--- config.mk ---
export PLATFORM = sky130hd
export DESIGN_NAME = register_file
export DESIGN_NICKNAME = d
export VERILOG_FILES = /design/src/tinker_pkg.sv /design/src/register_file.sv
export SDC_FILE = /design/constraint.sdc
export NUM_CORES = 2
export LEC_CHECK = 0
export BUFFER_PORTS_ARGS = -buffer_cell sky130_fd_sc_hd__buf_2
export CAP_MARGIN = 40
export CORE_AREA = 2 2 354 619
export CTS_BUF_LIST = sky130_fd_sc_hd__clkbuf_16
export CTS_CLUSTER_DIAMETER = 80
export CTS_CLUSTER_SIZE = 40
export DETAILED_ROUTE_END_ITERATION = 6
export DIE_AREA = 0 0 356 621
export PLACE_DENSITY_LB_ADDON = 0.05
export SETUP_SLACK_MARGIN = 0.2
export SYNTH_ARGS = -nofsm -noshare
export SYNTH_HDL_FRONTEND = slang
export SYNTH_SLANG_ARGS = --single-unit
--- constraint.sdc ---
create_clock -name clk -period 76.7 [get_ports clk]
set_input_delay 15.34 -clock clk [delete_from_list [all_inputs] [get_ports clk]]
set_output_delay 15.34 -clock clk [all_outputs]
set_load 0.03 [all_outputs]
--- src/tinker_pkg.sv ---
// Tinker widths, data types, opcode and phase encodings, reset PC
`default_nettype none

package tinker_pkg;

    // ------------------------------
    // Widths
    // ------------------------------
    localparam int XLEN      = 64;  // Data and register width
    localparam int ILEN      = 32;  // Instruction word
    localparam int ADDR_W    = 32;  // Byte address
    localparam int REG_IDX_W = 5;
    localparam int LIT_W     = 12;

    typedef logic [XLEN-1:0]      word_t;
    typedef logic [ADDR_W-1:0]    addr_t;
    typedef logic [REG_IDX_W-1:0] reg_idx_t;

    // Instruction bits [31:27]
    typedef enum logic [4:0] {
        OP_AND    = 5'h00,
        OP_OR     = 5'h01,
        OP_XOR    = 5'h02,
        OP_NOT    = 5'h03,
        OP_SHFTR  = 5'h04,
        OP_SHFTRI = 5'h05,
        OP_SHFTL  = 5'h06,
        OP_SHFTLI = 5'h07,
        OP_BR     = 5'h08,  // Absolute, target in rd
        OP_BRR    = 5'h09,  // PC relative by rd
        OP_BRRL   = 5'h0A,  // PC relative by literal
        OP_BRNZ   = 5'h0B,
        OP_BRGT   = 5'h0E,
        OP_HALT   = 5'h0F,
        OP_LOAD   = 5'h10,  // mov rd, (rs)(L)
        OP_MOVR   = 5'h11,  // mov rd, rs
        OP_MOVL   = 5'h12,  // mov rd, L
        OP_STORE  = 5'h13,  // mov (rd)(L), rs
        OP_ADD    = 5'h18,
        OP_ADDI   = 5'h19,
        OP_SUB    = 5'h1A,
        OP_SUBI   = 5'h1B,
        OP_MUL    = 5'h1C
    } opcode_t;

    // One instruction in flight, one phase per cycle
    typedef enum logic [2:0] {
        PH_FETCH     = 3'd0,
        PH_OPERAND   = 3'd1,
        PH_EXECUTE   = 3'd2,
        PH_MEMORY    = 3'd3,
        PH_WRITEBACK = 3'd4
    } phase_t;

    localparam addr_t RESET_PC = 32'h0000_2000;  // First fetch

endpackage

`default_nettype wire

--- src/register_file.sv ---
// 32 x 64-bit register file, three async read ports, one write port
`default_nettype none

module register_file (
    input  wire logic                 clk,
    input  wire logic                 reset,
    input  wire tinker_pkg::reg_idx_t rd_idx,
    input  wire tinker_pkg::reg_idx_t rs_idx,
    input  wire tinker_pkg::reg_idx_t rt_idx,
    output tinker_pkg::word_t         rd_val,
    output tinker_pkg::word_t         rs_val,
    output tinker_pkg::word_t         rt_val,
    input  wire logic                 we,
    input  wire tinker_pkg::reg_idx_t w_idx,
    input  wire tinker_pkg::word_t    w_data
);

    tinker_pkg::word_t regs [32];

    always_ff @(posedge clk or posedge reset) begin
        if (reset) begin
            for (int i = 0; i < 32; i++) begin
                regs[i] <= '0;
            end
        end else if (we && w_idx != '0) begin
            regs[w_idx] <= w_data;  // r0 stays zero
        end
    end

    assign rd_val = regs[rd_idx];
    assign rs_val = regs[rs_idx];
    assign rt_val = regs[rt_idx];

endmodule

`default_nettype wire

==> reports/results.ini <==
[outcome]
status=finished, violations left
violations=DRC

[finish]
nFillCells=17100
drive_above_1_share_pct=42.1
top_register=regs
largest_reg_flops=2048
area_growth_pct=6.14
final_util_pct=61.2
nets=8914
top_regs=regs: 2048 flops

[synth]
synth_nets=9265
synthArstFlopShare_pct=100
ys.flop_type=dfrtp_1
yosys.area.top_type=dfrtp_1
syn-instance-count=9178
syn_area_um2=125000
synthTopCellsByCount=dfrtp_1, mux2_2, mux2i_1
ys_seq_area_share_pct=41.1
synth_top_area_share_pct=41.1
synth.area.top_cells=dfrtp_1, mux2_2, mux4_2
synth_cell_type_count=52
ys_warn_count=0
syn_area_per_cell_um2=13.6
ys_seq_elements=2048
yosysMostFrequentCell=dfrtp_1
synth_edf_count=0

[sta]
finalSetupViolations=0
worst_pin_slew_ns=1.31
fmax_mhz=28.1
fin_crit_sh_pct=46.4
finalCriticalPeriod_ns=35.56
rsz0062_at_grt=no
whs_ns=0.441
tns_ns=0
hold_viol_final=0
max_slew_margin_pct=12.4
finalWorstSetupSlack_ns=41.14
finalMaxSlewViolations=0
fin_skew_ns=0

[clock_tree]
clk_latency_ns=0.79
cts_setup_buffers=0
cts_sinks=2048
clkTransAtPathRegs_ns=0.12
clock_path_buffers=3
cts_hold_buf=0
cts_resized=0
cts_tree=yes
htree_levels=3
numCtsBuffers=76
cts_root_buf=clkbuf_16

[floorplanning]
die_x_um=356
dieArea_um2=221000
rows=226
start_util_pct=57.7
die_h_um=621
ios=279
core_area_um2=216000

[global_route]
grt_max_degree=177
antenna_found_initial=81
grt_pass1_vias=94800
grt_pass1_wl_um=761000
gr-usage-all-layers_pct=49.5
overflow=0

[placement]
dpl_worst_slack_ns=41.30
port_buffers=278
hpwl_um=340000
routabilityCongestion=0.976

[routing]
via_per_inst=8.25
ant_nets=0
drc=5
via_count=97700
drtIter0Drc=14700
routed_wl_um=556000
routedWlPerCell_um=47.0
drt_first_pass_iters=7

[power]
power_mw=3.01
powerDensity_nw_per_um2=22.8
power.leakage_nw=57.7
irDropWorstVdd_uv=26.1

[setup_path]
cp_max_fo=72
slowest_delay_ns=0.82
arrival_ns=20.22
slowest_stage=buf_4
path_class=in2out
critPathLaunchType=input pin
endpoint_kind=primary output
cp_num_buf_inv=6
crit_chain=buf_8 > buf_4 > buf_4 > buf_4 > buf_4 > mux2i_1 > a22oi_1 > nand3_1 > nand4_1 > buf_2
critPathTopFamily=buffers and inverters
path_common_cell=buf_4
cp_data_required_time_ns=61.36

[hold_path]
hold_class=reg2reg

[run]
drv_cap=0

kinds of logic after synthesis:
family | Yosys count | share of synthesized area (%)
buffers and inverters | 1064 | 4.30
AOI/OAI and AO/OA | 1131 | 6.65
and+or+nand+nor | 771 | 3.41
muxes | 4164 | 44.5
DFF | 2048 | 41.1
through the flow:
step | area [um2] | std cells
after floorplan | 125000 | 9178
after global placement | 127000 | 11500
after detailed placement | 129000 | 11600
after CTS | 132000 | 11700
after global routing | 132000 | 11800
final | 132000 | 11800
report_power, final:
group	total (mW)	switching, mW	internal, mW
registers	1.51	0.227	1.28
clock network	0.628	0.411	0.217
logic	0.878	0.431	0.447
path summary, 6_finish.rpt:
kind | endpoint | slack [ns] | from | cells after the start
worst min register to register | regs[1987] | 0.44 | regs[1987] | 0
max in group asynchronous | regs[1373] | 58.42 | reset | 7
worst max-delay path | rd_val[39] | 41.14 | rd_idx[2] | 10
worst min-delay path | regs[1987] | 0.44 | regs[1987] | 0
min in group asynchronous | regs[648] | 14.58 | reset | 2
worst max register to register | regs[957] | 75.83 | regs[957] | 1
layout by cell type (no fill, tap or decap), types with 8 or more instances in the layout:
cell	instances
dfrtp_1	2048
mux2_2	1939
mux2i_1	1270
mux4_2	904
a22oi_1	891
nand3_1	307
buf_2	268
buf_4	259
nand4_1	147
nand2_1	100
diode_2	97
a21oi_1	84
clkbuf_16	79
a31oi_1	58
buf_16	52
mux2_1	51
a22o_1	51
buf_12	36
nor2_4	32
nor2b_4	28
nor2b_1	20
o22ai_1	18
nor2_1	17
buf_8	15
nand2b_1	11
and2_1	10
inv_16	10
nand2_4	9
and2_2	9
a32oi_1	9
inv_8	9
clkinv_8	8
area by class of cell:
cell class	count	area, um2	area share [%]
diodes	97	243	0.184
clock buffers	79	1980	1.49
clock inverters	56	831	0.628
inverters	3	18.8	0.0142
multi-input cells	6066	68700	51.9
flip-flops and latches	2048	51200	38.7
well taps	2850	3570	2.70
repair buffers	632	5690	4.30
routing by layer:
layer | global-route usage, % | wire length (um) | vias up
met1 | 59.9 | 184000 | 51000
met4 | 44.6 | 59900 | 46
met3 | 16.7 | 72400 | 2713
met2 | 69.9 | 239000 | 8559
li1 | - | - | 35300
met5 | 0 | 325 | -
(Power assumes the default switching activity.)
