[src/tinker_pkg.sv]
// Tinker widths, data types, opcode and phase encodings, reset PC
`default_nettype none

package tinker_pkg;

    // ------------------------------
    // Widths
    // ------------------------------
    localparam int XLEN      = 64;  // Data and register width
    localparam int ILEN      = 32;  // Instruction word
    localparam int ADDR_W    = 32;  // Byte address
    localparam int REG_IDX_W = 5;
    localparam int LIT_W     = 12;

    typedef logic [XLEN-1:0]      word_t;
    typedef logic [ADDR_W-1:0]    addr_t;
    typedef logic [REG_IDX_W-1:0] reg_idx_t;

    // Instruction bits [31:27]
    typedef enum logic [4:0] {
        OP_AND    = 5'h00,
        OP_OR     = 5'h01,
        OP_XOR    = 5'h02,
        OP_NOT    = 5'h03,
        OP_SHFTR  = 5'h04,
        OP_SHFTRI = 5'h05,
        OP_SHFTL  = 5'h06,
        OP_SHFTLI = 5'h07,
        OP_BR     = 5'h08,  // Absolute, target in rd
        OP_BRR    = 5'h09,  // PC relative by rd
        OP_BRRL   = 5'h0A,  // PC relative by literal
        OP_BRNZ   = 5'h0B,
        OP_BRGT   = 5'h0E,
        OP_HALT   = 5'h0F,
        OP_LOAD   = 5'h10,  // mov rd, (rs)(L)
        OP_MOVR   = 5'h11,  // mov rd, rs
        OP_MOVL   = 5'h12,  // mov rd, L
        OP_STORE  = 5'h13,  // mov (rd)(L), rs
        OP_ADD    = 5'h18,
        OP_ADDI   = 5'h19,
        OP_SUB    = 5'h1A,
        OP_SUBI   = 5'h1B,
        OP_MUL    = 5'h1C
    } opcode_t;

    // One instruction in flight, one phase per cycle
    typedef enum logic [2:0] {
        PH_FETCH     = 3'd0,
        PH_OPERAND   = 3'd1,
        PH_EXECUTE   = 3'd2,
        PH_MEMORY    = 3'd3,
        PH_WRITEBACK = 3'd4
    } phase_t;

    localparam addr_t RESET_PC = 32'h0000_2000;  // First fetch

endpackage

`default_nettype wire

[src/tinker_ifs.sv]
// Interfaces operand_if, result_if and dmem_if
`default_nettype none


// Execute results, held from the end of the execute phase
interface result_if;
    tinker_pkg::word_t    wb_val;
    tinker_pkg::reg_idx_t wb_idx;
    logic                 wb_we;
    logic                 is_load;
    logic                 is_store;
    tinker_pkg::addr_t    mem_addr;
    tinker_pkg::word_t    st_data;
    tinker_pkg::addr_t    next_pc;

    modport source (output wb_val, wb_idx, wb_we, is_load, is_store, mem_addr, st_data, next_pc);
    modport sink   (input  wb_val, wb_idx, wb_we, is_load, is_store, mem_addr, st_data);
    modport sequencer (input next_pc);
endinterface


`default_nettype wire

[src/fetch_sequencer.sv]
// Phase FSM, program counter, instruction register and halt detection
`default_nettype none

module fetch_sequencer (
    input  wire logic                   clk,
    input  wire logic                   reset,
    input  wire logic [tinker_pkg::ILEN-1:0] fetch_word,
    output tinker_pkg::addr_t           fetch_addr,
    output logic [tinker_pkg::ILEN-1:0] instr,
    result_if.sequencer                 res,
    output logic                        decode_en,
    output logic                        exec_en,
    output logic                        mem_en,
    output logic                        wb_en,
    output logic                        hlt
);

    tinker_pkg::phase_t          phase;
    tinker_pkg::addr_t           pc;
    logic [tinker_pkg::ILEN-1:0] ir;
    logic                        is_halt;

    // Halt opcode, or an empty word
    assign is_halt = (ir[31:27] == tinker_pkg::OP_HALT) || (ir == '0);

    always_ff @(posedge clk or posedge reset) begin
        if (reset) begin
            phase <= tinker_pkg::PH_FETCH;
            pc    <= tinker_pkg::RESET_PC;
            ir    <= '0;
            hlt   <= 1'b0;
        end else if (!hlt) begin
            case (phase)
                tinker_pkg::PH_FETCH: begin
                    ir    <= fetch_word;
                    phase <= tinker_pkg::PH_OPERAND;
                end
                tinker_pkg::PH_OPERAND: begin
                    if (is_halt) hlt <= 1'b1;  // Sticky, phase stays put
                    else phase <= tinker_pkg::PH_EXECUTE;
                end
                tinker_pkg::PH_EXECUTE: phase <= tinker_pkg::PH_MEMORY;
                tinker_pkg::PH_MEMORY:  phase <= tinker_pkg::PH_WRITEBACK;
                tinker_pkg::PH_WRITEBACK: begin
                    pc    <= res.next_pc;  // Branch or PC+4
                    phase <= tinker_pkg::PH_FETCH;
                end
                default: phase <= tinker_pkg::PH_FETCH;
            endcase
        end
    end

    assign fetch_addr = pc;
    assign instr      = ir;

    // One-hot strobes, quiet once halted
    assign decode_en = (phase == tinker_pkg::PH_OPERAND)   && !hlt;
    assign exec_en   = (phase == tinker_pkg::PH_EXECUTE)   && !hlt;
    assign mem_en    = (phase == tinker_pkg::PH_MEMORY)    && !hlt;
    assign wb_en     = (phase == tinker_pkg::PH_WRITEBACK) && !hlt;

endmodule

`default_nettype wire

[src/flat_wrapper.sv]
// flat-port wrapper written by rule: the top's interface ports become plain ports
module fetch_sequencer_flat 
  (clk, reset, fetch_word, fetch_addr, instr, decode_en, exec_en, mem_en, wb_en, hlt, res_next_pc);
  result_if res_i ();
  input  wire logic clk;
  input  wire logic reset;
  input  wire logic [tinker_pkg::ILEN-1:0] fetch_word;
  output tinker_pkg::addr_t fetch_addr;
  output logic [tinker_pkg::ILEN-1:0] instr;
  output logic decode_en;
  output logic exec_en;
  output logic mem_en;
  output logic wb_en;
  output logic hlt;
  input wire logic [$bits(res_i.next_pc)-1:0] res_next_pc;
  assign res_i.next_pc = res_next_pc;
  fetch_sequencer u_core (.clk(clk), .reset(reset), .fetch_word(fetch_word), .fetch_addr(fetch_addr), .instr(instr), .res(res_i), .decode_en(decode_en), .exec_en(exec_en), .mem_en(mem_en), .wb_en(wb_en), .hlt(hlt));
endmodule
[config.mk]
export PLATFORM = sky130hd
export DESIGN_NAME = fetch_sequencer_flat
export DESIGN_NICKNAME = d
export VERILOG_FILES = /design/src/tinker_pkg.sv /design/src/tinker_ifs.sv /design/src/fetch_sequencer.sv /design/src/flat_wrapper.sv
export SDC_FILE = /design/constraint.sdc
export NUM_CORES = 1
export LEC_CHECK = 0
export BUFFER_PORTS_ARGS = -buffer_cell sky130_fd_sc_hd__clkbuf_2
export CAP_MARGIN = 10
export CELL_PAD_IN_SITES_DETAIL_PLACEMENT = 1
export CELL_PAD_IN_SITES_GLOBAL_PLACEMENT = 1
export CORE_MARGIN = 2
export CORE_UTILIZATION = 39
export CTS_BUF_LIST = sky130_fd_sc_hd__clkbuf_8
export DETAILED_ROUTE_END_ITERATION = 7
export PLACE_DENSITY_LB_ADDON = 0.25
export SLEW_MARGIN = 20
export SYNTH_ARGS = -nofsm -noshare
export SYNTH_HDL_FRONTEND = slang
export SYNTH_SLANG_ARGS = --single-unit
[constraint.sdc]
create_clock -name clk -period 4.9 [get_ports clk]
set_clock_uncertainty 0.2 [all_clocks]
set_input_delay 0.98 -clock clk [delete_from_list [all_inputs] [get_ports clk]]
set_output_delay 0.98 -clock clk [all_outputs]
set_load 0.02 [all_outputs]
==> out/qor.txt <==
# IOs: 135
Worst path depth: 3
DRC viols: 0
worst path cell trace: nor4b_4 -> buf_4 -> clkbuf_2
Setup TNS Final: 0 ps
area of the die: 0.00760 sq mm
hold path depth: 1
Detailed Routing Iterations Pass 1: 4
count of final setup violators: 0
post-route ant nets: 0
hold_ws: 290 ps
initial antenna violation count: 0
Synth Warn #: 0
FP Rows: 30
Slew @ Worst Pin: 863 ps
post-synthesis area per instance: 15.7 sq um
post-CTS sizing: 0
Max-Cap Viols: 0
endpoints failing hold: 0
register area share after synthesis: 0.631
Cell Pwr Density: 766 mW/mm^2
Max transition margin: 0.424
Initial Util: 0.400
final slew viol count: 0
postcts setup bufs: 0
Pleak: 1.79 nW
FMAX: 338 MHz
RSZ-0062 raised after global routing: false
worst skew pair latency: 330 ps
# hold bufs at CTS: 0
status: finished, final reports clean
Num Clock Sinks: 68
worst hold endpoint: u_core.fetch_addr[31]
Yosys cell types: 23
vias in the first global route: 1953
main flop type after synthesis: dfrtp_1
Max IR drop VDD: 0.390 mV
wire per inst: 15.3 um
CTS root buf: clkbuf_8
slowest cell on the critical path: dfrtp_1
Critical Path RT: 3720 ps
Crit path arrival time: 1780 ps
port buffer count: 134
fraction of layout cells with a size suffix above 1: 0.683
number of H-tree levels: 3
final period utilization: 0.603
diode count: 0
setup slack, reg-to-reg: 2970 ps
via count: 1931
Netlist Area Pre-Place: 0.00270 sq mm
core area: 0.00676 sq mm
CP max stage delay: 490 ps
critical path class: reg -> out
TritonCTS clock tree: done
DRT Wirelength: 6.04 mm
crit path launch type: flip-flop
largest net degree at the start of global routing: 43
Final min period: 2960 ps
hpwl dp: 4.52 mm
Worst Path Buf+Inv: 2
clock buffer depth: 2
Num CTS Buffers: 9
Worst R2R End: u_core.fetch_addr[28]
Vias/cell: 4.89
worst min-delay path startpoint: u_core.fetch_addr[31]
global-route wire length before repair: 9.45 mm
nets@finish: 378
gr usage total: 0.165
Crit path max-delay family: buffers and inverters
number of flops mapped to enable cells by yosys: 0
critical path peak fanout: 33
net count after synthesis: 238
CP endpoint kind: output port
FILL cells: 728
synthesis-to-layout area growth: 34.0%
Die Wd: 87.2 um
grt ovf: 0
Worst Hold Class: reg -> reg
drt first-iter violations: 56
Reg2Reg Launch Point: u_core.phase[1]
DIE HEIGHT: 87.2 um
FFs w/ async S/R, synth: 1.00
routability cong.: 0.722
reg2reg path depth: 3
clock transition at the registers of the reported paths: 70 ps
flops & latches, synth: 68
Synth Instances: 172
==> cell families (layout without fill, tap and decap cells) <==
logic type | after synthesis | after routing | synth area share
buffers and inverters | 10 | 153 | 0.0269
AO/OA/AOI/OAI | 7 | 7 | 0.0167
multiplexers | 64 | 64 | 0.267
flip-flops | 68 | 68 | 0.631
AND/OR/NAND/NOR | 23 | 23 | 0.0589
==> layout by cell type, fill, tap and decap left out <==
| master | count |
|---|---|
| clkbuf_2 | 134 |
| dfrtp_1 | 67 |
| mux2_2 | 61 |
| clkbuf_8 | 11 |
| nor4_1 | 8 |
| mux2_1 | 3 |
| nand2_1 | 3 |
| nor2_1 | 3 |
| nand4_1 | 3 |
| buf_4 | 3 |
| inv_1 | 2 |
| nor3_1 | 2 |
| a21oi_1 | 2 |
| o21ai_0 | 2 |
| nor4b_4 | 1 |
| nor4_4 | 1 |
| nand2b_1 | 1 |
| o221ai_1 | 1 |
| nor2b_1 | 1 |
| inv_2 | 1 |
| a21o_1 | 1 |
| a2bb2oi_1 | 1 |
| bufinv_16 | 1 |
| clkinv_2 | 1 |
| dfstp_2 | 1 |
==> stage by stage <==
stage / util / instances / setup slack (ps) / area (sq um) / power, mW
after floorplan: - / 172 / 2010 / 2700 / 1.94
after global placement: 0.507 / 381 / 2300 / 3430 / 2.32
after detailed placement: 0.507 / 381 / 2270 / 3430 / 2.37
after CTS: 0.536 / 395 / 1900 / 3620 / 2.82
after global routing: 0.536 / 395 / 1800 / 3620 / 2.96
final: 0.536 / 395 / 1940 / 3620 / 2.77
==> power by group <==
group          switching (mW)  internal (mW)  total, mW  leakage (nW)
logic                   0.693          0.564       1.26         0.881
clock network           0.191          0.255      0.446         0.102
registers               0.216          0.854       1.07         0.808
==> layout make-up <==
| type | instances | area [sq um] | share of cell area |
|---|---|---|---|
| flip-flops and latches | 68 | 1700 | 0.471 |
| multi-input cells | 94 | 925 | 0.256 |
| clock inverters | 3 | 38.8 | 0.0107 |
| inverters | 2 | 7.51 | 0.00207 |
| well taps | 80 | 100 | 0.0277 |
| repair buffers | 137 | 693 | 0.192 |
| clock buffers | 11 | 151 | 0.0418 |
==> per-layer routing <==
layer	routed length, um	global-route usage
met1	2470	0.204
met2	2950	0.259
met3	516	0.0578
met4	98	0.0755
met5	0	0
==> cell usage after synthesis (2+ instances only) <==
| master | count | area share |
|---|---|---|
| nor3_1 | 2 | 0.0037 |
| dfrtp_1 | 67 | 0.62 |
| inv_1 | 2 | 0.0028 |
| a21oi_1 | 2 | 0.0037 |
| mux2_1 | 3 | 0.013 |
| nor4_1 | 8 | 0.019 |
| nor2_1 | 3 | 0.0042 |
| o21ai_0 | 2 | 0.0037 |
| nand4_1 | 3 | 0.0070 |
| buf_4 | 3 | 0.0083 |
| nand2_1 | 3 | 0.0042 |
| buf_6 | 3 | 0.013 |
| mux2_2 | 61 | 0.25 |
==> registers in the layout (all words and copies together), names as in the netlist <==
name / cells
u_core.fetch_addr: 32
u_core.instr: 32
u_core.phase: 3
u_core.hlt: 1
==> how the worst max path moves through the flow <==
stage / slack, ps / end / from
2_1_floorplan: 2010 / u_core.fetch_addr[0] / reset
3_3_place_gp: 2300 / wb_en / u_core.phase[1]
3_5_place_dp: 2270 / wb_en / u_core.phase[1]
4_1_cts: 1900 / wb_en / u_core.phase[1]
5_1_grt: 1800 / wb_en / u_core.phase[0]
6_report: 1940 / wb_en / u_core.phase[1]
Note: power is estimated with default switching activity, not from simulation.
