$ cat src/tinker_pkg.sv
// Tinker widths, data types, opcode and phase encodings, reset PC
`default_nettype none

package tinker_pkg;

    // ------------------------------
    // Widths
    // ------------------------------
    localparam int XLEN      = 64;  // Data and register width
    localparam int ILEN      = 32;  // Instruction word
    localparam int ADDR_W    = 32;  // Byte address
    localparam int REG_IDX_W = 5;
    localparam int LIT_W     = 12;

    typedef logic [XLEN-1:0]      word_t;
    typedef logic [ADDR_W-1:0]    addr_t;
    typedef logic [REG_IDX_W-1:0] reg_idx_t;

    // Instruction bits [31:27]
    typedef enum logic [4:0] {
        OP_AND    = 5'h00,
        OP_OR     = 5'h01,
        OP_XOR    = 5'h02,
        OP_NOT    = 5'h03,
        OP_SHFTR  = 5'h04,
        OP_SHFTRI = 5'h05,
        OP_SHFTL  = 5'h06,
        OP_SHFTLI = 5'h07,
        OP_BR     = 5'h08,  // Absolute, target in rd
        OP_BRR    = 5'h09,  // PC relative by rd
        OP_BRRL   = 5'h0A,  // PC relative by literal
        OP_BRNZ   = 5'h0B,
        OP_BRGT   = 5'h0E,
        OP_HALT   = 5'h0F,
        OP_LOAD   = 5'h10,  // mov rd, (rs)(L)
        OP_MOVR   = 5'h11,  // mov rd, rs
        OP_MOVL   = 5'h12,  // mov rd, L
        OP_STORE  = 5'h13,  // mov (rd)(L), rs
        OP_ADD    = 5'h18,
        OP_ADDI   = 5'h19,
        OP_SUB    = 5'h1A,
        OP_SUBI   = 5'h1B,
        OP_MUL    = 5'h1C
    } opcode_t;

    // One instruction in flight, one phase per cycle
    typedef enum logic [2:0] {
        PH_FETCH     = 3'd0,
        PH_OPERAND   = 3'd1,
        PH_EXECUTE   = 3'd2,
        PH_MEMORY    = 3'd3,
        PH_WRITEBACK = 3'd4
    } phase_t;

    localparam addr_t RESET_PC = 32'h0000_2000;  // First fetch

endpackage

`default_nettype wire

$ cat src/tinker_ifs.sv
// Interfaces operand_if, result_if and dmem_if
`default_nettype none


// Execute results, held from the end of the execute phase
interface result_if;
    tinker_pkg::word_t    wb_val;
    tinker_pkg::reg_idx_t wb_idx;
    logic                 wb_we;
    logic                 is_load;
    logic                 is_store;
    tinker_pkg::addr_t    mem_addr;
    tinker_pkg::word_t    st_data;
    tinker_pkg::addr_t    next_pc;

    modport source (output wb_val, wb_idx, wb_we, is_load, is_store, mem_addr, st_data, next_pc);
    modport sink   (input  wb_val, wb_idx, wb_we, is_load, is_store, mem_addr, st_data);
    modport sequencer (input next_pc);
endinterface

// Data side of the memory
interface dmem_if;
    tinker_pkg::addr_t ld_addr;
    tinker_pkg::word_t ld_data;   // Combinational
    logic              st_we;     // One cycle, memory phase
    tinker_pkg::addr_t st_addr;
    tinker_pkg::word_t st_data;

    modport client (output ld_addr, st_we, st_addr, st_data, input ld_data);
    modport memory (input ld_addr, st_we, st_addr, st_data, output ld_data);
endinterface

`default_nettype wire

$ cat src/memory_stage.sv
// Store strobe, load capture and register write-back drive
`default_nettype none

module memory_stage (
    input  wire logic           clk,
    input  wire logic           reset,
    input  wire logic           mem_en,
    input  wire logic           wb_en,
    result_if.sink              res,
    dmem_if.client              dmem,
    output logic                w_we,
    output tinker_pkg::reg_idx_t w_idx,
    output tinker_pkg::word_t   w_data
);

    tinker_pkg::word_t wb_val_q;
    logic              wb_pend;  // Write-back owed by this instruction

    assign dmem.ld_addr = res.mem_addr;
    assign dmem.st_addr = res.mem_addr;
    assign dmem.st_data = res.st_data;
    assign dmem.st_we   = mem_en && res.is_store;  // Single memory-phase cycle

    always_ff @(posedge clk or posedge reset) begin
        if (reset) wb_pend <= 1'b0;
        else if (mem_en) wb_pend <= res.wb_we;
    end

    always_ff @(posedge clk) begin
        if (mem_en) wb_val_q <= res.is_load ? dmem.ld_data : res.wb_val;
    end

    assign w_we   = wb_en && wb_pend;
    assign w_idx  = res.wb_idx;
    assign w_data = wb_val_q;

endmodule

`default_nettype wire

$ cat src/flat_wrapper.sv
// flat-port wrapper written by rule: the top's interface ports become plain ports
module memory_stage_flat 
  (clk, reset, mem_en, wb_en, w_we, w_idx, w_data, res_wb_val, res_wb_idx, res_wb_we, res_is_load, res_is_store, res_mem_addr, res_st_data, dmem_ld_addr, dmem_st_we, dmem_st_addr, dmem_st_data, dmem_ld_data);
  result_if res_i ();
  dmem_if dmem_i ();
  input  wire logic clk;
  input  wire logic reset;
  input  wire logic mem_en;
  input  wire logic wb_en;
  output logic w_we;
  output tinker_pkg::reg_idx_t w_idx;
  output tinker_pkg::word_t w_data;
  input wire logic [$bits(res_i.wb_val)-1:0] res_wb_val;
  input wire logic [$bits(res_i.wb_idx)-1:0] res_wb_idx;
  input wire logic [$bits(res_i.wb_we)-1:0] res_wb_we;
  input wire logic [$bits(res_i.is_load)-1:0] res_is_load;
  input wire logic [$bits(res_i.is_store)-1:0] res_is_store;
  input wire logic [$bits(res_i.mem_addr)-1:0] res_mem_addr;
  input wire logic [$bits(res_i.st_data)-1:0] res_st_data;
  output wire logic [$bits(dmem_i.ld_addr)-1:0] dmem_ld_addr;
  output wire logic [$bits(dmem_i.st_we)-1:0] dmem_st_we;
  output wire logic [$bits(dmem_i.st_addr)-1:0] dmem_st_addr;
  output wire logic [$bits(dmem_i.st_data)-1:0] dmem_st_data;
  input wire logic [$bits(dmem_i.ld_data)-1:0] dmem_ld_data;
  assign res_i.wb_val = res_wb_val;
  assign res_i.wb_idx = res_wb_idx;
  assign res_i.wb_we = res_wb_we;
  assign res_i.is_load = res_is_load;
  assign res_i.is_store = res_is_store;
  assign res_i.mem_addr = res_mem_addr;
  assign res_i.st_data = res_st_data;
  assign dmem_ld_addr = dmem_i.ld_addr;
  assign dmem_st_we = dmem_i.st_we;
  assign dmem_st_addr = dmem_i.st_addr;
  assign dmem_st_data = dmem_i.st_data;
  assign dmem_i.ld_data = dmem_ld_data;
  memory_stage u_core (.clk(clk), .reset(reset), .mem_en(mem_en), .wb_en(wb_en), .res(res_i), .dmem(dmem_i), .w_we(w_we), .w_idx(w_idx), .w_data(w_data));
endmodule
$ cat config.mk
export PLATFORM = sky130hd
export DESIGN_NAME = memory_stage_flat
export DESIGN_NICKNAME = d
export VERILOG_FILES = /design/src/tinker_pkg.sv /design/src/tinker_ifs.sv /design/src/memory_stage.sv /design/src/flat_wrapper.sv
export SDC_FILE = /design/constraint.sdc
export NUM_CORES = 1
export LEC_CHECK = 0
export BUFFER_PORTS_ARGS = -buffer_cell sky130_fd_sc_hd__buf_4
export CAP_MARGIN = 20
export CELL_PAD_IN_SITES_DETAIL_PLACEMENT = 1
export CELL_PAD_IN_SITES_GLOBAL_PLACEMENT = 1
export CORE_AREA = 3 3 167 169
export CTS_CLUSTER_DIAMETER = 120
export DETAILED_ROUTE_END_ITERATION = 7
export DIE_AREA = 0 0 170 172
export GPL_TIMING_DRIVEN = 1
export PLACE_DENSITY_LB_ADDON = 0.08
export SLEW_MARGIN = 20
export SYNTH_ARGS = -nofsm -noshare
export SYNTH_HDL_FRONTEND = slang
export SYNTH_SLANG_ARGS = --single-unit
$ cat constraint.sdc
create_clock -name clk -period 1.9 [get_ports clk]
set_clock_uncertainty 0.05 [all_clocks]
set_input_delay 0.285 -clock clk [delete_from_list [all_inputs] [get_ports clk]]
set_output_delay 0.285 -clock clk [all_outputs]
set_load 0.03 [all_outputs]
==> impl_metrics.py <==
metrics = {
    "power": {
        "sw_frac_of_total_pct": 26.2,
        "p_leak_nw": 2.30,
        "share_clk_of_total_power_pct": 37.5,
        "power.combinational.fraction_pct": 22.3,
        "worst_ir_drop_vdd_uv": 351,
        "reported_net_switching_power_mw": 1.15,
        "internal_power_mw": 3.24,
        "seq_power_share_pct": 40.2,
        "power_per_cell_area_nw_per_um2": 842,
    },
    "layout": {
        "n_antenna_cell": 0,
        "post_route_cells_drive_above_1_share_pct": 79.4,
        "finalCoreUtilization_pct": 19.5,
        "layout-area-overhead-vs-synth_pct": 28.9,
        "fin_area_um2": 5220,
        "final.fill_count": 2982,
        "nNetsFinal": 585,
        "final_cell_count_no_fill": 695,
    },
    "global_route": {
        "grt.overflow.total": 0,
        "first_global_vias": 2462,
        "initial_antenna_violation_count": 0,
        "grt_start_max_net_pins": 40,
        "grt_first_pass_wirelength_um": 18000,
        "groute.usage.overall_pct": 8.92,
    },
    "floorplan": {
        "boundaryPins": 435,
        "initial_utilization_pct": 15.2,
        "std_cell_rows": 60,
        "dieArea_um2": 29200,
        "horizontal_extent_of_the_die_um": 170,
        "die-height_um": 172,
        "core_region_area_um2": 26700,
    },
    "synthesis": {
        "postSynthAreaPerCell_um2": 14.8,
        "ys_types": 9,
        "synth-warning-count": 0,
        "post_synth_instance_area_um2": 4050,
        "postSynthRegisterBits": 65,
        "sequential_area_share_after_synthesis_pct": 48.1,
        "syn-num-nets": 509,
        "syn-instance-count": 273,
    },
    "critical_path": {
        "r2r_slack_ns": 1.09,
        "critical_path.max_fanout": 2,
        "worstSetupEndpointType": "output port",
        "crit_required_ns": 1.56,
        "timing.setup.critical_path_class": "flip-flop to output port",
        "worst-endpoint-arrival_ns": 1.02,
        "crit_path_start_kind": "flip-flop",
    },
    "drt": {
        "via_count": 2249,
        "routed_wire_length_um": 13800,
        "drtIter0Drc": 41,
        "wl_per_cell_um": 19.8,
        "ant_nets": 0,
        "drt_pass1_iterations": 4,
        "post-route-drc-count": 0,
        "avgViaCountPerCell": 3.24,
    },
    "timing": {
        "finalSetupTns_ns": 0,
        "setup_viol": 0,
        "maxSlewHeadroom_pct": 73.2,
        "maxSlewViolCount": 0,
        "timing_hold_violations_final": 0,
        "worstMarginPinSlew_ns": 0.401,
        "maximum_operating_frequency_mhz": 737,
        "unrepaired_setup_endpoints_after_global_routing": "false",
        "period_share_pct": 71.4,
        "final.min_clock_period_ns": 1.36,
    },
    "clocking": {
        "clkSinkCount": 65,
        "maximum_number_of_buffers_from_clock_root_to_sink": 2,
        "tritoncts.num_buffers": 9,
        "cts_h_tree_lvls": 3,
        "cts.reportedPaths.clkPinSlew_ns": 0.06,
        "cts_tree": "done",
        "insertion_delay_ns": 0.33,
        "clock_tree.root_cell": "sky130_fd_sc_hd__clkbuf_16",
    },
    "run_status": {
        "status": "finished, final reports clean",
    },
    "hold_path": {
        "min_path_type": "primary input to flip-flop",
    },
    "placed_design": {
        "port_buffers": 200,
        "instance_area_at_placement_um2": 4930,
        "number_of_instances_in_the_placed_design": 678,
        "gpl.final_weighted_congestion": 0.665,
        "dpl.hpwl_um": 11000,
    },
    "flow_run": {
        "timing.max_cap.violations": 0,
    },
}
==> final cells by class <==
class                      instances  area [um2]  share of cell area [%]
timing repair buffer             205        1590                    30.5
clock inverter                     4        43.8                   0.839
inverter                           1        3.75                  0.0719
tap                              341         427                    8.18
clock buffer                      12         236                    4.53
sequential                        65        1950                    37.3
multi-input combinational         67         970                    18.6
==> power by group through the flow <==
stage               clock network (mW)  registers, mW  logic, mW
finish                            1.65           1.77      0.980
global route                      1.79           1.78       1.04
CTS                               1.74           1.77       1.00
detailed placement                   0           1.80       1.00
global placement                     0           1.80      0.995
floorplan                            0           2.06      0.765
==> per-layer routing <==
metal  up-vias  GRT usage (%)  routed length, um
li1        964              -                  -
met1      1030           9.11               4780
met2       194           14.6               6800
met3        59           4.76               1600
met4         2           5.11                593
met5         -              0                  5
==> cell usage in the layout (no fill, tap or decap), drive strengths merged <==
cell type | netlist | final
clkbuf | 0 | 12
dfrtp | 1 | 1
bufinv | 0 | 1
buf | 140 | 204
dlygate4sd3 | 0 | 1
and2 | 2 | 2
edfxtp | 64 | 64
inv | 1 | 1
clkinv | 0 | 3
mux2 | 65 | 65
==> through the flow <==
step / hold WS, ns / setup slack, ns / total power [mW]
after floorplan: -0.0363 / 0.699 / 2.83
after global placement: 0.0829 / 0.469 / 2.79
after detailed placement: 0.0854 / 0.464 / 2.80
after CTS: 0.121 / 0.509 / 4.51
after global routing: 0.124 / 0.491 / 4.61
final: 0.141 / 0.544 / 4.39
==> cells by family (layout without fill, tap and decap cells) <==
group         after synthesis  in the layout  synth area share, %
simple gates                2              2                0.309
mux                        65             65                 23.6
flops                      65             65                 48.1
buf+inv                   141            222                 28.0
==> critical path, cell delays in order, from the launching register on <==
cell	delay (ns)
sky130_fd_sc_hd__dfrtp_1	0.39
sky130_fd_sc_hd__and2_1	0.14
sky130_fd_sc_hd__buf_4	0.16
==> Yosys cell counts (all sizes together) <==
cell type	count	share of area, %
buf	140	28
mux2	65	24
edfxtp	64	47
and2	2	0.31
dfrtp	1	0.62
inv	1	0.093
==> registers in the layout (all words and copies together) (netlist names) <==
signal          flops
u_core.wb_pend      1
u_core.w_data      64
==> path summary, 6_finish.rpt <==
path                       depth (start not counted)           start        endpoint
max in group asynchronous                          3           reset  u_core.wb_pend
min in group asynchronous                          3           reset  u_core.wb_pend
hold reg to reg                                    1  u_core.wb_pend  u_core.wb_pend
setup / recovery                                   2  u_core.wb_pend            w_we
hold / removal                                     2       res_wb_we  u_core.wb_pend
setup reg to reg                                   1  u_core.wb_pend  u_core.wb_pend
==> repair_timing <==
| item | in CTS | in global routing |
|---|---|---|
| resized for setup | 0 | 0 |
| buffers inserted | 0 | 0 |
| hold buffers | 1 | 0 |
| hold endpoints to repair | 1 | 0 |
Note: power is estimated with default switching activity, not from simulation.
