--- config.mk ---
export PLATFORM = sky130hd
export DESIGN_NAME = operand_stage_flat
export DESIGN_NICKNAME = d
export VERILOG_FILES = /design/src/tinker_pkg.sv /design/src/tinker_ifs.sv /design/src/operand_stage.sv /design/src/flat_wrapper.sv
export SDC_FILE = /design/constraint.sdc
export NUM_CORES = 1
export LEC_CHECK = 0
export ABC_AREA = 1
export BUFFER_PORTS_ARGS = -buffer_cell sky130_fd_sc_hd__buf_2
export CAP_MARGIN = 20
export CORE_AREA = 10 10 193 195
export DETAILED_ROUTE_END_ITERATION = 8
export DIE_AREA = 0 0 203 205
export PLACE_DENSITY_LB_ADDON = 0.05
export REMOVE_ABC_BUFFERS = 1
export SLEW_MARGIN = 10
export SYNTH_ARGS = -nofsm -noshare
export SYNTH_HDL_FRONTEND = slang
export SYNTH_SLANG_ARGS = --single-unit
--- constraint.sdc ---
create_clock -name clk -period 1 [get_ports clk]
set_input_delay 0.1 -clock clk [delete_from_list [all_inputs] [get_ports clk]]
set_output_delay 0.1 -clock clk [all_outputs]
set_load 0.02 [all_outputs]
--- src/tinker_pkg.sv ---
// Tinker widths, data types, opcode and phase encodings, reset PC
`default_nettype none

package tinker_pkg;

    // ------------------------------
    // Widths
    // ------------------------------
    localparam int XLEN      = 64;  // Data and register width
    localparam int ILEN      = 32;  // Instruction word
    localparam int ADDR_W    = 32;  // Byte address
    localparam int REG_IDX_W = 5;
    localparam int LIT_W     = 12;

    typedef logic [XLEN-1:0]      word_t;
    typedef logic [ADDR_W-1:0]    addr_t;
    typedef logic [REG_IDX_W-1:0] reg_idx_t;

    // Instruction bits [31:27]
    typedef enum logic [4:0] {
        OP_AND    = 5'h00,
        OP_OR     = 5'h01,
        OP_XOR    = 5'h02,
        OP_NOT    = 5'h03,
        OP_SHFTR  = 5'h04,
        OP_SHFTRI = 5'h05,
        OP_SHFTL  = 5'h06,
        OP_SHFTLI = 5'h07,
        OP_BR     = 5'h08,  // Absolute, target in rd
        OP_BRR    = 5'h09,  // PC relative by rd
        OP_BRRL   = 5'h0A,  // PC relative by literal
        OP_BRNZ   = 5'h0B,
        OP_BRGT   = 5'h0E,
        OP_HALT   = 5'h0F,
        OP_LOAD   = 5'h10,  // mov rd, (rs)(L)
        OP_MOVR   = 5'h11,  // mov rd, rs
        OP_MOVL   = 5'h12,  // mov rd, L
        OP_STORE  = 5'h13,  // mov (rd)(L), rs
        OP_ADD    = 5'h18,
        OP_ADDI   = 5'h19,
        OP_SUB    = 5'h1A,
        OP_SUBI   = 5'h1B,
        OP_MUL    = 5'h1C
    } opcode_t;

    // One instruction in flight, one phase per cycle
    typedef enum logic [2:0] {
        PH_FETCH     = 3'd0,
        PH_OPERAND   = 3'd1,
        PH_EXECUTE   = 3'd2,
        PH_MEMORY    = 3'd3,
        PH_WRITEBACK = 3'd4
    } phase_t;

    localparam addr_t RESET_PC = 32'h0000_2000;  // First fetch

endpackage

`default_nettype wire

--- src/tinker_ifs.sv ---
// Interfaces operand_if, result_if and dmem_if
`default_nettype none

// Decoded fields and operand values, operand phase to execute phase
interface operand_if;
    tinker_pkg::opcode_t  opcode;
    tinker_pkg::reg_idx_t rd;
    logic [tinker_pkg::LIT_W-1:0] lit;
    tinker_pkg::addr_t    pc;
    tinker_pkg::word_t    rd_val;
    tinker_pkg::word_t    rs_val;
    tinker_pkg::word_t    rt_val;

    modport source (output opcode, rd, lit, pc, rd_val, rs_val, rt_val);
    modport sink   (input  opcode, rd, lit, pc, rd_val, rs_val, rt_val);
endinterface


`default_nettype wire

--- src/operand_stage.sv ---
// Instruction field split, register read indices and operand capture
`default_nettype none

module operand_stage (
    input  wire logic                   clk,
    input  wire logic                   reset,
    input  wire logic                   decode_en,
    input  wire logic [tinker_pkg::ILEN-1:0] instr,
    input  wire tinker_pkg::addr_t      pc,
    output tinker_pkg::reg_idx_t        rd_idx,
    output tinker_pkg::reg_idx_t        rs_idx,
    output tinker_pkg::reg_idx_t        rt_idx,
    input  wire tinker_pkg::word_t      rd_val,
    input  wire tinker_pkg::word_t      rs_val,
    input  wire tinker_pkg::word_t      rt_val,
    operand_if.source                   ops
);

    // Field layout: op[31:27] rd[26:22] rs[21:17] rt[16:12] L[11:0]
    assign rd_idx = instr[26:22];
    assign rs_idx = instr[21:17];
    assign rt_idx = instr[16:12];

    // Control part
    always_ff @(posedge clk or posedge reset) begin
        if (reset) begin
            ops.opcode <= tinker_pkg::OP_AND;
            ops.rd     <= '0;
        end else if (decode_en) begin
            ops.opcode <= tinker_pkg::opcode_t'(instr[31:27]);
            ops.rd     <= rd_idx;
        end
    end

    // Payload, valid from the execute phase on
    always_ff @(posedge clk) begin
        if (decode_en) begin
            ops.lit    <= instr[tinker_pkg::LIT_W-1:0];
            ops.pc     <= pc;
            ops.rd_val <= rd_val;
            ops.rs_val <= rs_val;
            ops.rt_val <= rt_val;
        end
    end

endmodule

`default_nettype wire

--- src/flat_wrapper.sv ---
// flat-port wrapper written by rule: the top's interface ports become plain ports
module operand_stage_flat 
  (clk, reset, decode_en, instr, pc, rd_idx, rs_idx, rt_idx, rd_val, rs_val, rt_val, ops_opcode, ops_rd, ops_lit, ops_pc, ops_rd_val, ops_rs_val, ops_rt_val);
  operand_if ops_i ();
  input  wire logic clk;
  input  wire logic reset;
  input  wire logic decode_en;
  input  wire logic [tinker_pkg::ILEN-1:0] instr;
  input  wire tinker_pkg::addr_t pc;
  output tinker_pkg::reg_idx_t rd_idx;
  output tinker_pkg::reg_idx_t rs_idx;
  output tinker_pkg::reg_idx_t rt_idx;
  input  wire tinker_pkg::word_t rd_val;
  input  wire tinker_pkg::word_t rs_val;
  input  wire tinker_pkg::word_t rt_val;
  output wire logic [$bits(ops_i.opcode)-1:0] ops_opcode;
  output wire logic [$bits(ops_i.rd)-1:0] ops_rd;
  output wire logic [$bits(ops_i.lit)-1:0] ops_lit;
  output wire logic [$bits(ops_i.pc)-1:0] ops_pc;
  output wire logic [$bits(ops_i.rd_val)-1:0] ops_rd_val;
  output wire logic [$bits(ops_i.rs_val)-1:0] ops_rs_val;
  output wire logic [$bits(ops_i.rt_val)-1:0] ops_rt_val;
  assign ops_opcode = ops_i.opcode;
  assign ops_rd = ops_i.rd;
  assign ops_lit = ops_i.lit;
  assign ops_pc = ops_i.pc;
  assign ops_rd_val = ops_i.rd_val;
  assign ops_rs_val = ops_i.rs_val;
  assign ops_rt_val = ops_i.rt_val;
  operand_stage u_core (.clk(clk), .reset(reset), .decode_en(decode_en), .instr(instr), .pc(pc), .rd_idx(rd_idx), .rs_idx(rs_idx), .rt_idx(rt_idx), .rd_val(rd_val), .rs_val(rs_val), .rt_val(rt_val), .ops(ops_i));
endmodule
==> results of run 1 <==
## path summary, 6_finish.rpt
path                                                       start                               end  slack (ns)  cells after the start
worst max-delay path             u_core.ops.rd_val[36]$_DFFE_PP_                    ops_rd_val[36]       -0.21                      1
worst min-delay path                                       reset  u_core.ops.opcode[0]$_DFFE_PP0P_        0.11                      3
worst max register to register  u_core.ops.opcode[0]$_DFFE_PP0P_  u_core.ops.opcode[0]$_DFFE_PP0P_        0.25                      3
worst min register to register      u_core.ops.rd[0]$_DFFE_PP0P_      u_core.ops.rd[0]$_DFFE_PP0P_        0.50                      2
max in group asynchronous                                  reset      u_core.ops.rd[2]$_DFFE_PP0P_        0.59                      3
min in group clk                                       instr[20]                         rs_idx[3]        0.20                      0
## worst reg2reg max path, cell delays in order (launching register included)
cell	delay, ns
dfrtp_1	0.39
buf_4	0.14
nand2_1	0.06
nand2_1	0.05
## layer usage
metal | GRT usage, % | part of all wire [%] | vias up
li1 | - | - | 2720
met1 | 13.8 | 33 | 2857
met2 | 27.2 | 55 | 302
met3 | 5.53 | 8.8 | 50
met4 | 4.45 | 2.8 | 0
met5 | 0 | 0 | -
## what timing repair did
action,in CTS,in global routing
hold buffers,248,0
endpoints found under the hold margin,260,0
cloned,0,1
resized for setup,350,115
buffers inserted,3,3
setup endpoints to repair,246,289
## cells in the mapped netlist (all sizes together)
master  count
buf        16
nand2      30
inv         2
edfxtp    236
dfrtp      10
## power by group
part / internal [mW] / switching, mW / leakage, nW
Sequential: 12.2 / 0.396 / 2.43
Combinational: 2.50 / 2.13 / 3.79
Clock: 5.24 / 3.84 / 0.398
Total: 20.0 / 6.36 / 6.62
## state kept, by name, indices dropped and copies added, names as in the netlist
name,flops
u_core.ops.rt_val,64
u_core.ops.rd,5
u_core.ops.lit,12
u_core.ops.rs_val,64
u_core.ops.opcode,5
u_core.ops.pc,32
u_core.ops.rd_val,64
## per-stage QoR
| step | hold slack, ns | util (%) | power (mW) |
|---|---|---|---|
| 3_5_place_dp | 0.116 | 32.5 | 15.6 |
| 5_1_grt | 0.136 | 47.0 | 27.4 |
| 2_1_floorplan | -0.0598 | - | 13.8 |
| 3_3_place_gp | 0.105 | 32.5 | 15.6 |
| 6_report | 0.107 | 47.0 | 26.3 |
| 4_1_cts | 0.0786 | 45.7 | 26.5 |
## layout make-up
cell class	instances	area share, %
sequential	246	46.9
timing repair buffer	777	43.5
clock buffer	36	4.81
tap	448	3.58
multi-input combinational	30	0.720
clock inverter	13	0.376
inverter	2	0.0640
antenna	2	0.0320
## logic make-up after synthesis
group         Yosys count  share of synthesized area, %
flops                 246                          96.8
buf+inv                18                          1.73
simple gates           30                          1.49
==> impl_results.md, run 1 <==
- Status: finished, violations left
- Failing checks: negative setup slack
- Multi-input gate area: 113 um2
- Clock Skew: 0 ns
- Non-Filler Instances: 1554
- Pwr/cell area: 1680 nW/um2
- Fin area: 15600 um2
- Initial antenna violation count: 2
- CTS Buffer Depth: 3
- CP Cell Sequence: buf_6
- Post-layout minimum cycle time: 1.21 ns
- Max Fclk: 0.826 GHz
- Top cells by area, synth: edfxtp_1 (93%), dfrtp_1 (3.3%), buf_4 (1.5%), nand2_1 (1.5%), buf_6 (0.15%)
- WP buf/inv: 1
- Total leakage power: 6.62 nW
- First-pass GRT wire length: 44.8 mm
- Commonest non-fill, non-tap cells in the layout: buf_2 (269), dlygate4sd3_1 (248), edfxtp_1 (236)
- Most common cell after layout, fill and taps aside: buf_2
- Core Region: 33300 um2
- Unrepaired setup endpoints after global routing: true
- CP Data Required Time: 0.90 ns
- Max-slew headroom: 70.9%
- Filler cells: 2950
- Max VDD drop: 1300 uV
- Placed cell count: 1248
- Leading area contributor after synthesis: edfxtp_1
- Initial core utilization: 22.8%
- Buffers on Ports: 499
- CTS Sinks: 246
- CP Class: reg -> out
- Grt total ovfl: 0
- Vias in the first global route: 6881
- Worst Hold Class: in -> async
- Largest net degree at the start of global routing: 33
- DRT Pass-1 Iters: 4
- Top Family by Delay on Critical Path: flip-flops
- Placed Instance Area: 10800 um2
- Unique cell type count in the Yosys netlist: 7
- Initial detailed-routing violation count: 175
- Clock Tree Root: clkbuf_16
- Area grow syn2layout: 106%
- RePlAce Congestion: 0.799
- Fin. Hold Viols: 0
- Post-Synthesis Cells: 294
- H-tree depth: 1
- Slowest CP cell: edfxtp_1
- Setup tns final: -39.62 ns
- Period Utilization, post-route: 121%
- Clk Latency, worst-skew pair: 0.53 ns
- Flops & latches, synth: 246
- Routed via count: 5929
- Final setup viols: 246
- Full die area: 41600 um2
- Worst-path maximum fanout: 1
- Clock transition at the registers of the reported paths: 0.06 ns
- Yosys Warn Count: 0
- Io pins: 520
- Drt wl/cell: 20.4 um
- Final slew viol count: 0
- Top-area cell type share of the netlist area: 93.5%
- CP Data Arrival Time: 1.11 ns
- Post-route setup slack: -0.210 ns
- CTS tree: yes
- Worst slew pin tran: 0.435 ns
- Post-detail-place hpwl: 24.5 mm
- Rows: 67
- Max-cap viol count: 0
- Largest stage delay, worst path: 0.42 ns
- All-Layer GR Usage: 14.3%
- DIE HEIGHT: 205 um
- Post-synthesis sequential area ratio: 96.8%
- Vias/cell: 3.82
- Share of cells above drive strength 1: 51.1%
- CP Capture Type: output pin
- Final net count: 1344
- Pre-CTS setup slack: 0.0314 ns
- Total Wirelength: 31.8 mm
- CP Launch Type: flop
- Chip width: 203 um
- Final ANT Viol Nets: 0
- Post-Syn Area per Cell: 25.8 um2
- Syn Std Cell Area: 7580 um2
- CTS Buf Count: 28
- # DRC: 0
- FF+latch area: 7340 um2
No activity file was read; power rests on OpenSTA's default activity.
==> run 2, diff against run 1 <==
ABC_AREA = unset   (was 1)
CORE_AREA = 10 10 194 196   (was 10 10 193 195)
DIE_AREA = 0 0 204 206   (was 0 0 203 205)
==> impl_results.md, run 2 <==
- All-Layer GR Usage: 13.9% (-0.36 points)
- P_sw: 6.53 mW (+2.6%)
- Synth cell count leaders: edfxtp_1 (236), buf_4 (15), dfrtp_1 (10), mux2_4 (10)
- Largest net degree at the start of global routing: 45 (+36%)
- CP Class: reg -> out
- Pwr/cell area: 1730 nW/um2 (+3.1%)
- CP Launch Type: flop
- Fin. Hold Viols: 0 (unchanged)
- Core Region: 33900 um2 (+2.0%)
- Clock Tree Root: clkbuf_16
- Final ANT Viol Nets: 0 (unchanged)
- Rows: 68 (+1.5%)
- RePlAce Congestion: 0.754 (-5.6%)
- Routed via count: 5846 (-1.4%)
- Most common cell in the netlist: edfxtp_1
- Status: finished, violations left
- Flops & latches, synth: 246 (unchanged)
- Clock transition at the registers of the reported paths: 0.06 ns (about the same)
- Clock Skew: 0 ns (unchanged)
- Number of synthesized flops with an enable pin: 236 (unchanged)
- Post-Syn Area per Cell: 27.9 um2 (+8.2%)
- Post-detail-place hpwl: 24.1 mm (-1.6%)
- Grt total ovfl: 0 (unchanged)
- Worst-path maximum fanout: 1 (unchanged)
- Vias/cell: 3.80 (-0.37%)
- Total leakage power: 6.64 nW (+0.32%)
- Most common cell after layout, fill and taps aside: buf_2
- Top Family by Delay on Critical Path: flip-flops
- Slowest CP cell: edfxtp_1
- Share of cells above drive strength 1: 53.2% (+2.2 points)
- Worst Hold Class: in -> reg
- CTS Buf Count: 28 (unchanged)
- Placed cell count: 1233 (-1.2%)
- CTS tree: yes
- Vias in the first global route: 6869 (-0.17%)
- Post-synthesis sequential area ratio: 96.4% (-0.43 points)
- Unrepaired setup endpoints after global routing: true
- CP Data Arrival Time: 1.12 ns (about the same)
- CP Cell Sequence: buf_6
- Period Utilization, post-route: 122% (+0.67 points)
- Largest stage delay, worst path: 0.43 ns (about the same)
- Post-layout minimum cycle time: 1.22 ns (+0.00670 ns)
- Final slew viol count: 0 (unchanged)
- Yosys Warn Count: 0 (unchanged)
- Net Sw Frac: 23.8% (-0.33 points)
- Total Wirelength: 31.1 mm (-2.1%)
- Drt wl/cell: 20.2 um (-1.1%)
- First-pass GRT wire length: 43.9 mm (-2.0%)
- Leading area contributor after synthesis: edfxtp_1
- WP buf/inv: 1 (unchanged)
- Final net count: 1317 (-2.0%)
- Unique cell type count in the Yosys netlist: 6 (-1)
- Buffers on Ports: 499 (unchanged)
- Area grow syn2layout: 107%
- Comb pwr share: 17.1% (-0.5 points)
- DIE HEIGHT: 206 um (+0.49%)
- Clk Latency, worst-skew pair: 0.53 ns (about the same)
- Top-area cell type share of the netlist area: 93.1% (-0.41 points)
- Chip width: 204 um (+0.49%)
- Syn Std Cell Area: 7610 um2 (+0.45%)
- H-tree depth: 1 (unchanged)
- Initial antenna violation count: 3 (+1)
- Full die area: 42000 um2 (+0.98%)
- CP Capture Type: output pin
- Largest registers: u_core.ops.rd_val (64), u_core.ops.rs_val (64), u_core.ops.rt_val (64)
- Max VDD drop: 1530 uV (+17%)
- Post-route setup slack: -0.217 ns (-0.00670 ns)
- Failing checks: negative setup slack
- Initial core utilization: 22.4% (-0.35 points)
- Max-slew headroom: 71.2% (+0.22 points)
- DRT Pass-1 Iters: 4 (unchanged)
- Final setup viols: 246 (unchanged)
- Io pins: 520 (unchanged)
- Seq pwr share: 46.2% (-1.8 points)
- Clock power share: 36.7% (+2.2 points)
- Fin area: 15800 um2 (+0.90%)
- Max Fclk: 0.822 GHz (-0.55%)
- Post-Synthesis Cells: 273 (-7.1%)
- Top_reg_cell synth: edfxtp_1
- Initial detailed-routing violation count: 215 (+23%)
- P_int: 20.8 mW (+4.4%)
- Commonest non-fill, non-tap cells in the layout: buf_2 (264), dlygate4sd3_1 (248), edfxtp_1 (236)
- CP Data Required Time: 0.90 ns (about the same)
- Min Hold Slack: 0.0153 ns (-0.0917 ns)
- CTS Sinks: 246 (unchanged)
- CTS Buffer Depth: 3 (unchanged)
- # DRC: 0 (unchanged)
- Worst slew pin tran: 0.432 ns (-0.00331 ns)
- Top cells by area, synth: edfxtp_1 (93%), dfrtp_1 (3.3%), mux2_4 (2.0%), buf_4 (1.5%), buf_6 (0.15%)
- Ys async rst share: 4.07% (unchanged)
- Non-Filler Instances: 1538 (-1.0%)
- Filler cells: 2934 (-0.54%)
- Max-cap viol count: 0 (unchanged)
- Placed Instance Area: 10900 um2 (+0.79%)
[run 2: kinds of logic (layout without fill, tap and decap cells)]
family,Yosys count,count (layout),synth area share (%)
muxes,10,10,1.97
buffers and inverters,17,824,1.68
other,0,3,0
DFF,246,246,96.4
[run 2: final timing paths]
check                                                 start                          endpoint  slack [ns]  depth (start not counted)
hold reg to reg            u_core.ops.opcode[2]$_DFFE_PP0P_  u_core.ops.opcode[2]$_DFFE_PP0P_        0.54                          1
setup / recovery            u_core.ops.rd_val[36]$_DFFE_PP_                    ops_rd_val[36]       -0.22                          1
max in group asynchronous                             reset      u_core.ops.rd[3]$_DFFE_PP0P_        0.57                          3
setup reg to reg               u_core.ops.rd[0]$_DFFE_PP0P_      u_core.ops.rd[0]$_DFFE_PP0P_        0.09                          2
min in group asynchronous                             reset  u_core.ops.opcode[0]$_DFFE_PP0P_        0.13                          3
hold / removal                                    decode_en   u_core.ops.rt_val[57]$_DFFE_PP_        0.02                          2
[run 2: routing by layer]
metal | global-route usage [%] | vias up | share of wire [%]
li1 | - | 2660 | -
met5 | 0 | - | 0
met4 | 3.99 | 0 | 2.1
met1 | 13.4 | 2870 | 32
met2 | 26.2 | 281 | 55
met3 | 6.22 | 35 | 10
[run 2: power groups by stage]
stage / registers (mW) / logic (mW) / clock network [mW]
after floorplan: 13.7 / 0.0727 / 0
after global placement: 12.6 / 3.06 / 0
after detailed placement: 12.6 / 3.07 / 0
after CTS: 12.6 / 4.60 / 10.4
after global routing: 12.7 / 4.93 / 10.9
final: 12.6 / 4.68 / 10.1
[run 2: cell type report]
cell class / instances / area, um2 / share of cell area [%]
inverters: 1 / 3.75 / 0.0238
repair buffers: 771 / 6800 / 43.1
diodes: 3 / 7.51 / 0.0476
well taps: 455 / 569 / 3.61
multi-input cells: 10 / 150 / 0.951
flip-flops and latches: 246 / 7340 / 46.5
clock buffers: 37 / 796 / 5.04
clock inverters: 15 / 120 / 0.761
[run 2: what timing repair did]
| action | CTS | global route |
|---|---|---|
| setup endpoints to repair | 246 | 312 |
| hold endpoints to repair | 263 | 0 |
| gates resized for setup | 382 | 91 |
| setup buffers | 1 | 1 |
| hold buffers | 249 | 0 |
[run 2: per-stage QoR]
step / total power, mW / util [%] / setup slack [ns] / TNS [ns]
5_1_grt: 28.5 / 46.5 / -0.274 / -53.46
6_report: 27.4 / 46.5 / -0.217 / -39.73
2_1_floorplan: 13.8 / - / 0.165 / 0
3_3_place_gp: 15.7 / 32.1 / 0.0194 / 0
4_1_cts: 27.6 / 45.7 / -0.271 / -49.62
3_5_place_dp: 15.7 / 32.1 / 0.00371 / 0
==> run 3, diff against run 2 <==
--- a/config.mk
+++ b/config.mk
@@ -11,5 +11,7 @@
 export DETAILED_ROUTE_END_ITERATION = 8
 export DIE_AREA = 0 0 204 206
+export GPL_TIMING_DRIVEN = 0
 export PLACE_DENSITY_LB_ADDON = 0.05
+export RECOVER_POWER = 100
 export REMOVE_ABC_BUFFERS = 1
 export SLEW_MARGIN = 10
==> constraint.sdc (replaced) <==
create_clock -name clk -period 1 [get_ports clk]
set_input_delay 0.1 -clock clk [delete_from_list [all_inputs] [get_ports clk]]
set_output_delay 0.1 -clock clk [all_outputs]
set_load 0.1 [all_outputs]
==> impl_results.md, run 3 (synthesized netlist as in run 2, its figures left out) <==
- Failing checks: negative setup slack
- H-tree depth: 1 (unchanged)
- Core Region: 33900 um2 (unchanged)
- First-pass GRT wire length: 43.3 mm (-1.4%)
- Pwr/cell area: 2090 nW/um2 (+20%)
- Most common cell after layout, fill and taps aside: dlygate4sd3_1
- Initial detailed-routing violation count: 235 (+9.3%)
- Rows: 68 (unchanged)
- Post-route setup slack: -0.299 ns (-0.0821 ns)
- Worst-path maximum fanout: 1 (unchanged)
- P_sw: 11.6 mW (+77%)
- Total Power: 32.7 mW (+19%)
- Final net count: 1296 (-1.6%)
- Largest net degree at the start of global routing: 111 (+150%)
- Placed Instance Area: 10600 um2 (-2.5%)
- Worst Hold Class: in -> async
- CP Data Required Time: 0.90 ns (about the same)
- Non-Filler Instances: 1517 (-1.4%)
- Max Fclk: 0.770 GHz (-6.3%)
- Clock transition at the registers of the reported paths: 0.06 ns (about the same)
- Max-cap viol count: 0 (unchanged)
- Drt wl/cell: 19.9 um (-1.5%)
- Slowest CP cell: edfxtp_1
- All-Layer GR Usage: 13.7% (-0.22 points)
- Grt total ovfl: 0 (unchanged)
- Status: finished, violations left
- Hold_buf cts: 247 (-0.80%)
- Final slew viol count: 0 (unchanged)
- Seq pwr share: 38.7% (-7.5 points)
- Vias in the first global route: 6572 (-4.3%)
- Setup tns final: -67.82 ns (-28.09 ns)
- CTS tree: yes
- CP Class: reg -> out
- Routed via count: 5724 (-2.1%)
- Initial core utilization: 22.4% (unchanged)
- Worst slew pin tran: 0.716 ns (+0.284 ns)
- Commonest non-fill, non-tap cells in the layout: dlygate4sd3_1 (247), buf_2 (241), edfxtp_1 (236)
- Post-layout minimum cycle time: 1.30 ns (+0.0821 ns)
- Fin. Hold Viols: 0 (unchanged)
- Clock Skew: 0 ns (unchanged)
- Initial antenna violation count: 1 (-2)
- WP buf/inv: 1 (unchanged)
- CP Cell Sequence: buf_6
- Comb pwr share: 29.4% (+12 points)
- Clock Tree Root: clkbuf_16
- Full die area: 42000 um2 (unchanged)
- CP Launch Type: flop
- Filler cells: 2963 (+0.99%)
- Vias/cell: 3.77 (-0.73%)
- Max VDD drop: 1320 uV (-13%)
- Fin area: 15700 um2 (-0.71%)
- Unrepaired setup endpoints after global routing: true
- P_int: 21.1 mW (+1.2%)
- Share of cells above drive strength 1: 51.1% (-2.2 points)
- Post-detail-place hpwl: 22.6 mm (-6.1%)
- Total Wirelength: 30.2 mm (-2.9%)
- Area grow syn2layout: 106%
- CP Data Arrival Time: 1.20 ns (+0.08 ns)
- Largest registers: u_core.ops.rd_val (64), u_core.ops.rs_val (64), u_core.ops.rt_val (64)
- Final ANT Viol Nets: 0 (unchanged)
- # DRC: 0 (unchanged)
- Buffers on Ports: 499 (unchanged)
- Chip width: 204 um (unchanged)
- DIE HEIGHT: 206 um (unchanged)
- Period Utilization, post-route: 130% (+8.2 points)
- Final setup viols: 396 (+61%)
- CTS Buffer Depth: 3 (unchanged)
- CTS Sinks: 246 (unchanged)
- Min Hold Slack: 0.109 ns (+0.0936 ns)
- Clk Latency, worst-skew pair: 0.55 ns (+0.02 ns)
- Total leakage power: 6.52 nW (-1.8%)
- Pre-CTS setup slack: -0.487 ns (-0.491 ns)
- Utilization after layout: 46.2% (-0.33 points)
- Largest stage delay, worst path: 0.43 ns (about the same)
- Max-slew headroom: 52.2% (-19 points)
- Clock power share: 31.9% (-4.8 points)
- CP Capture Type: output pin
- Top Family by Delay on Critical Path: flip-flops
- Placed cell count: 1213 (-1.6%)
- RePlAce Congestion: 0.756 (+0.21%)
- CTS Buf Count: 30 (+7.1%)
- Io pins: 520 (unchanged)
- Net Sw Frac: 35.4% (+12 points)
- DRT Pass-1 Iters: 4 (unchanged)
==> run 3: cell types whose count changed in the layout (fill, tap and decap cells not counted), moves of 5 or more <==
cell      delta
buf_2       -23
buf_4       -11
clkbuf_2     +5
clkbuf_1    +12
==> run 3: worst paths after layout <==
path / start / endpoint / cells past startpoint / slack [ns]
max in group asynchronous: reset / u_core.ops.rd[1]$_DFFE_PP0P_ / 3 / 0.59
setup reg to reg: u_core.ops.rd[4]$_DFFE_PP0P_ / u_core.ops.rd[4]$_DFFE_PP0P_ / 1 / 0.15
hold / removal: reset / u_core.ops.opcode[2]$_DFFE_PP0P_ / 3 / 0.11
hold reg to reg: u_core.ops.opcode[3]$_DFFE_PP0P_ / u_core.ops.opcode[3]$_DFFE_PP0P_ / 1 / 0.58
min in group clk: instr[20] / rs_idx[3] / 0 / 0.20
setup / recovery: u_core.ops.rd_val[16]$_DFFE_PP_ / ops_rd_val[16] / 1 / -0.30
==> run 3: routing by layer <==
layer  wire length, um  GRT usage (%)  share of wire [%]  vias to the layer above
li1                  -              -                  -                     2613
met1              9790           13.3                 32                     2790
met2             16600           25.5                 55                      277
met3              2980           6.07                9.9                       44
met4               863           4.15                2.9                        0
met5                 0              0                  0                        -
==> run 3: cell type report <==
cell class	instances	area, um2	share of cell area (%)
clock buffers	43	830	5.29
inverters	1	3.75	0.0240
well taps	455	569	3.63
diodes	1	2.50	0.0160
clock inverters	13	125	0.799
flip-flops and latches	246	7340	46.8
repair buffers	748	6670	42.5
multi-input cells	10	135	0.862
==> run 3: what timing repair did <==
| action | 4_1_cts | 5_1_grt |
|---|---|---|
| setup endpoints to repair | 246 | 246 |
| buffers inserted | 0 | 0 |
| resized for setup | 512 | 5 |
| endpoints found under the hold margin | 296 | 40 |
==> run 3: power by group through the flow <==
stage          sequential (mW)  combinational [mW]  clock (mW)
2_1_floorplan             18.6              0.0740           0
4_1_cts                   12.7                9.69        10.9
3_3_place_gp              12.7                7.80           0
5_1_grt                   12.7                9.85        11.3
3_5_place_dp              12.6                7.82           0
6_report                  12.7                9.60        10.4
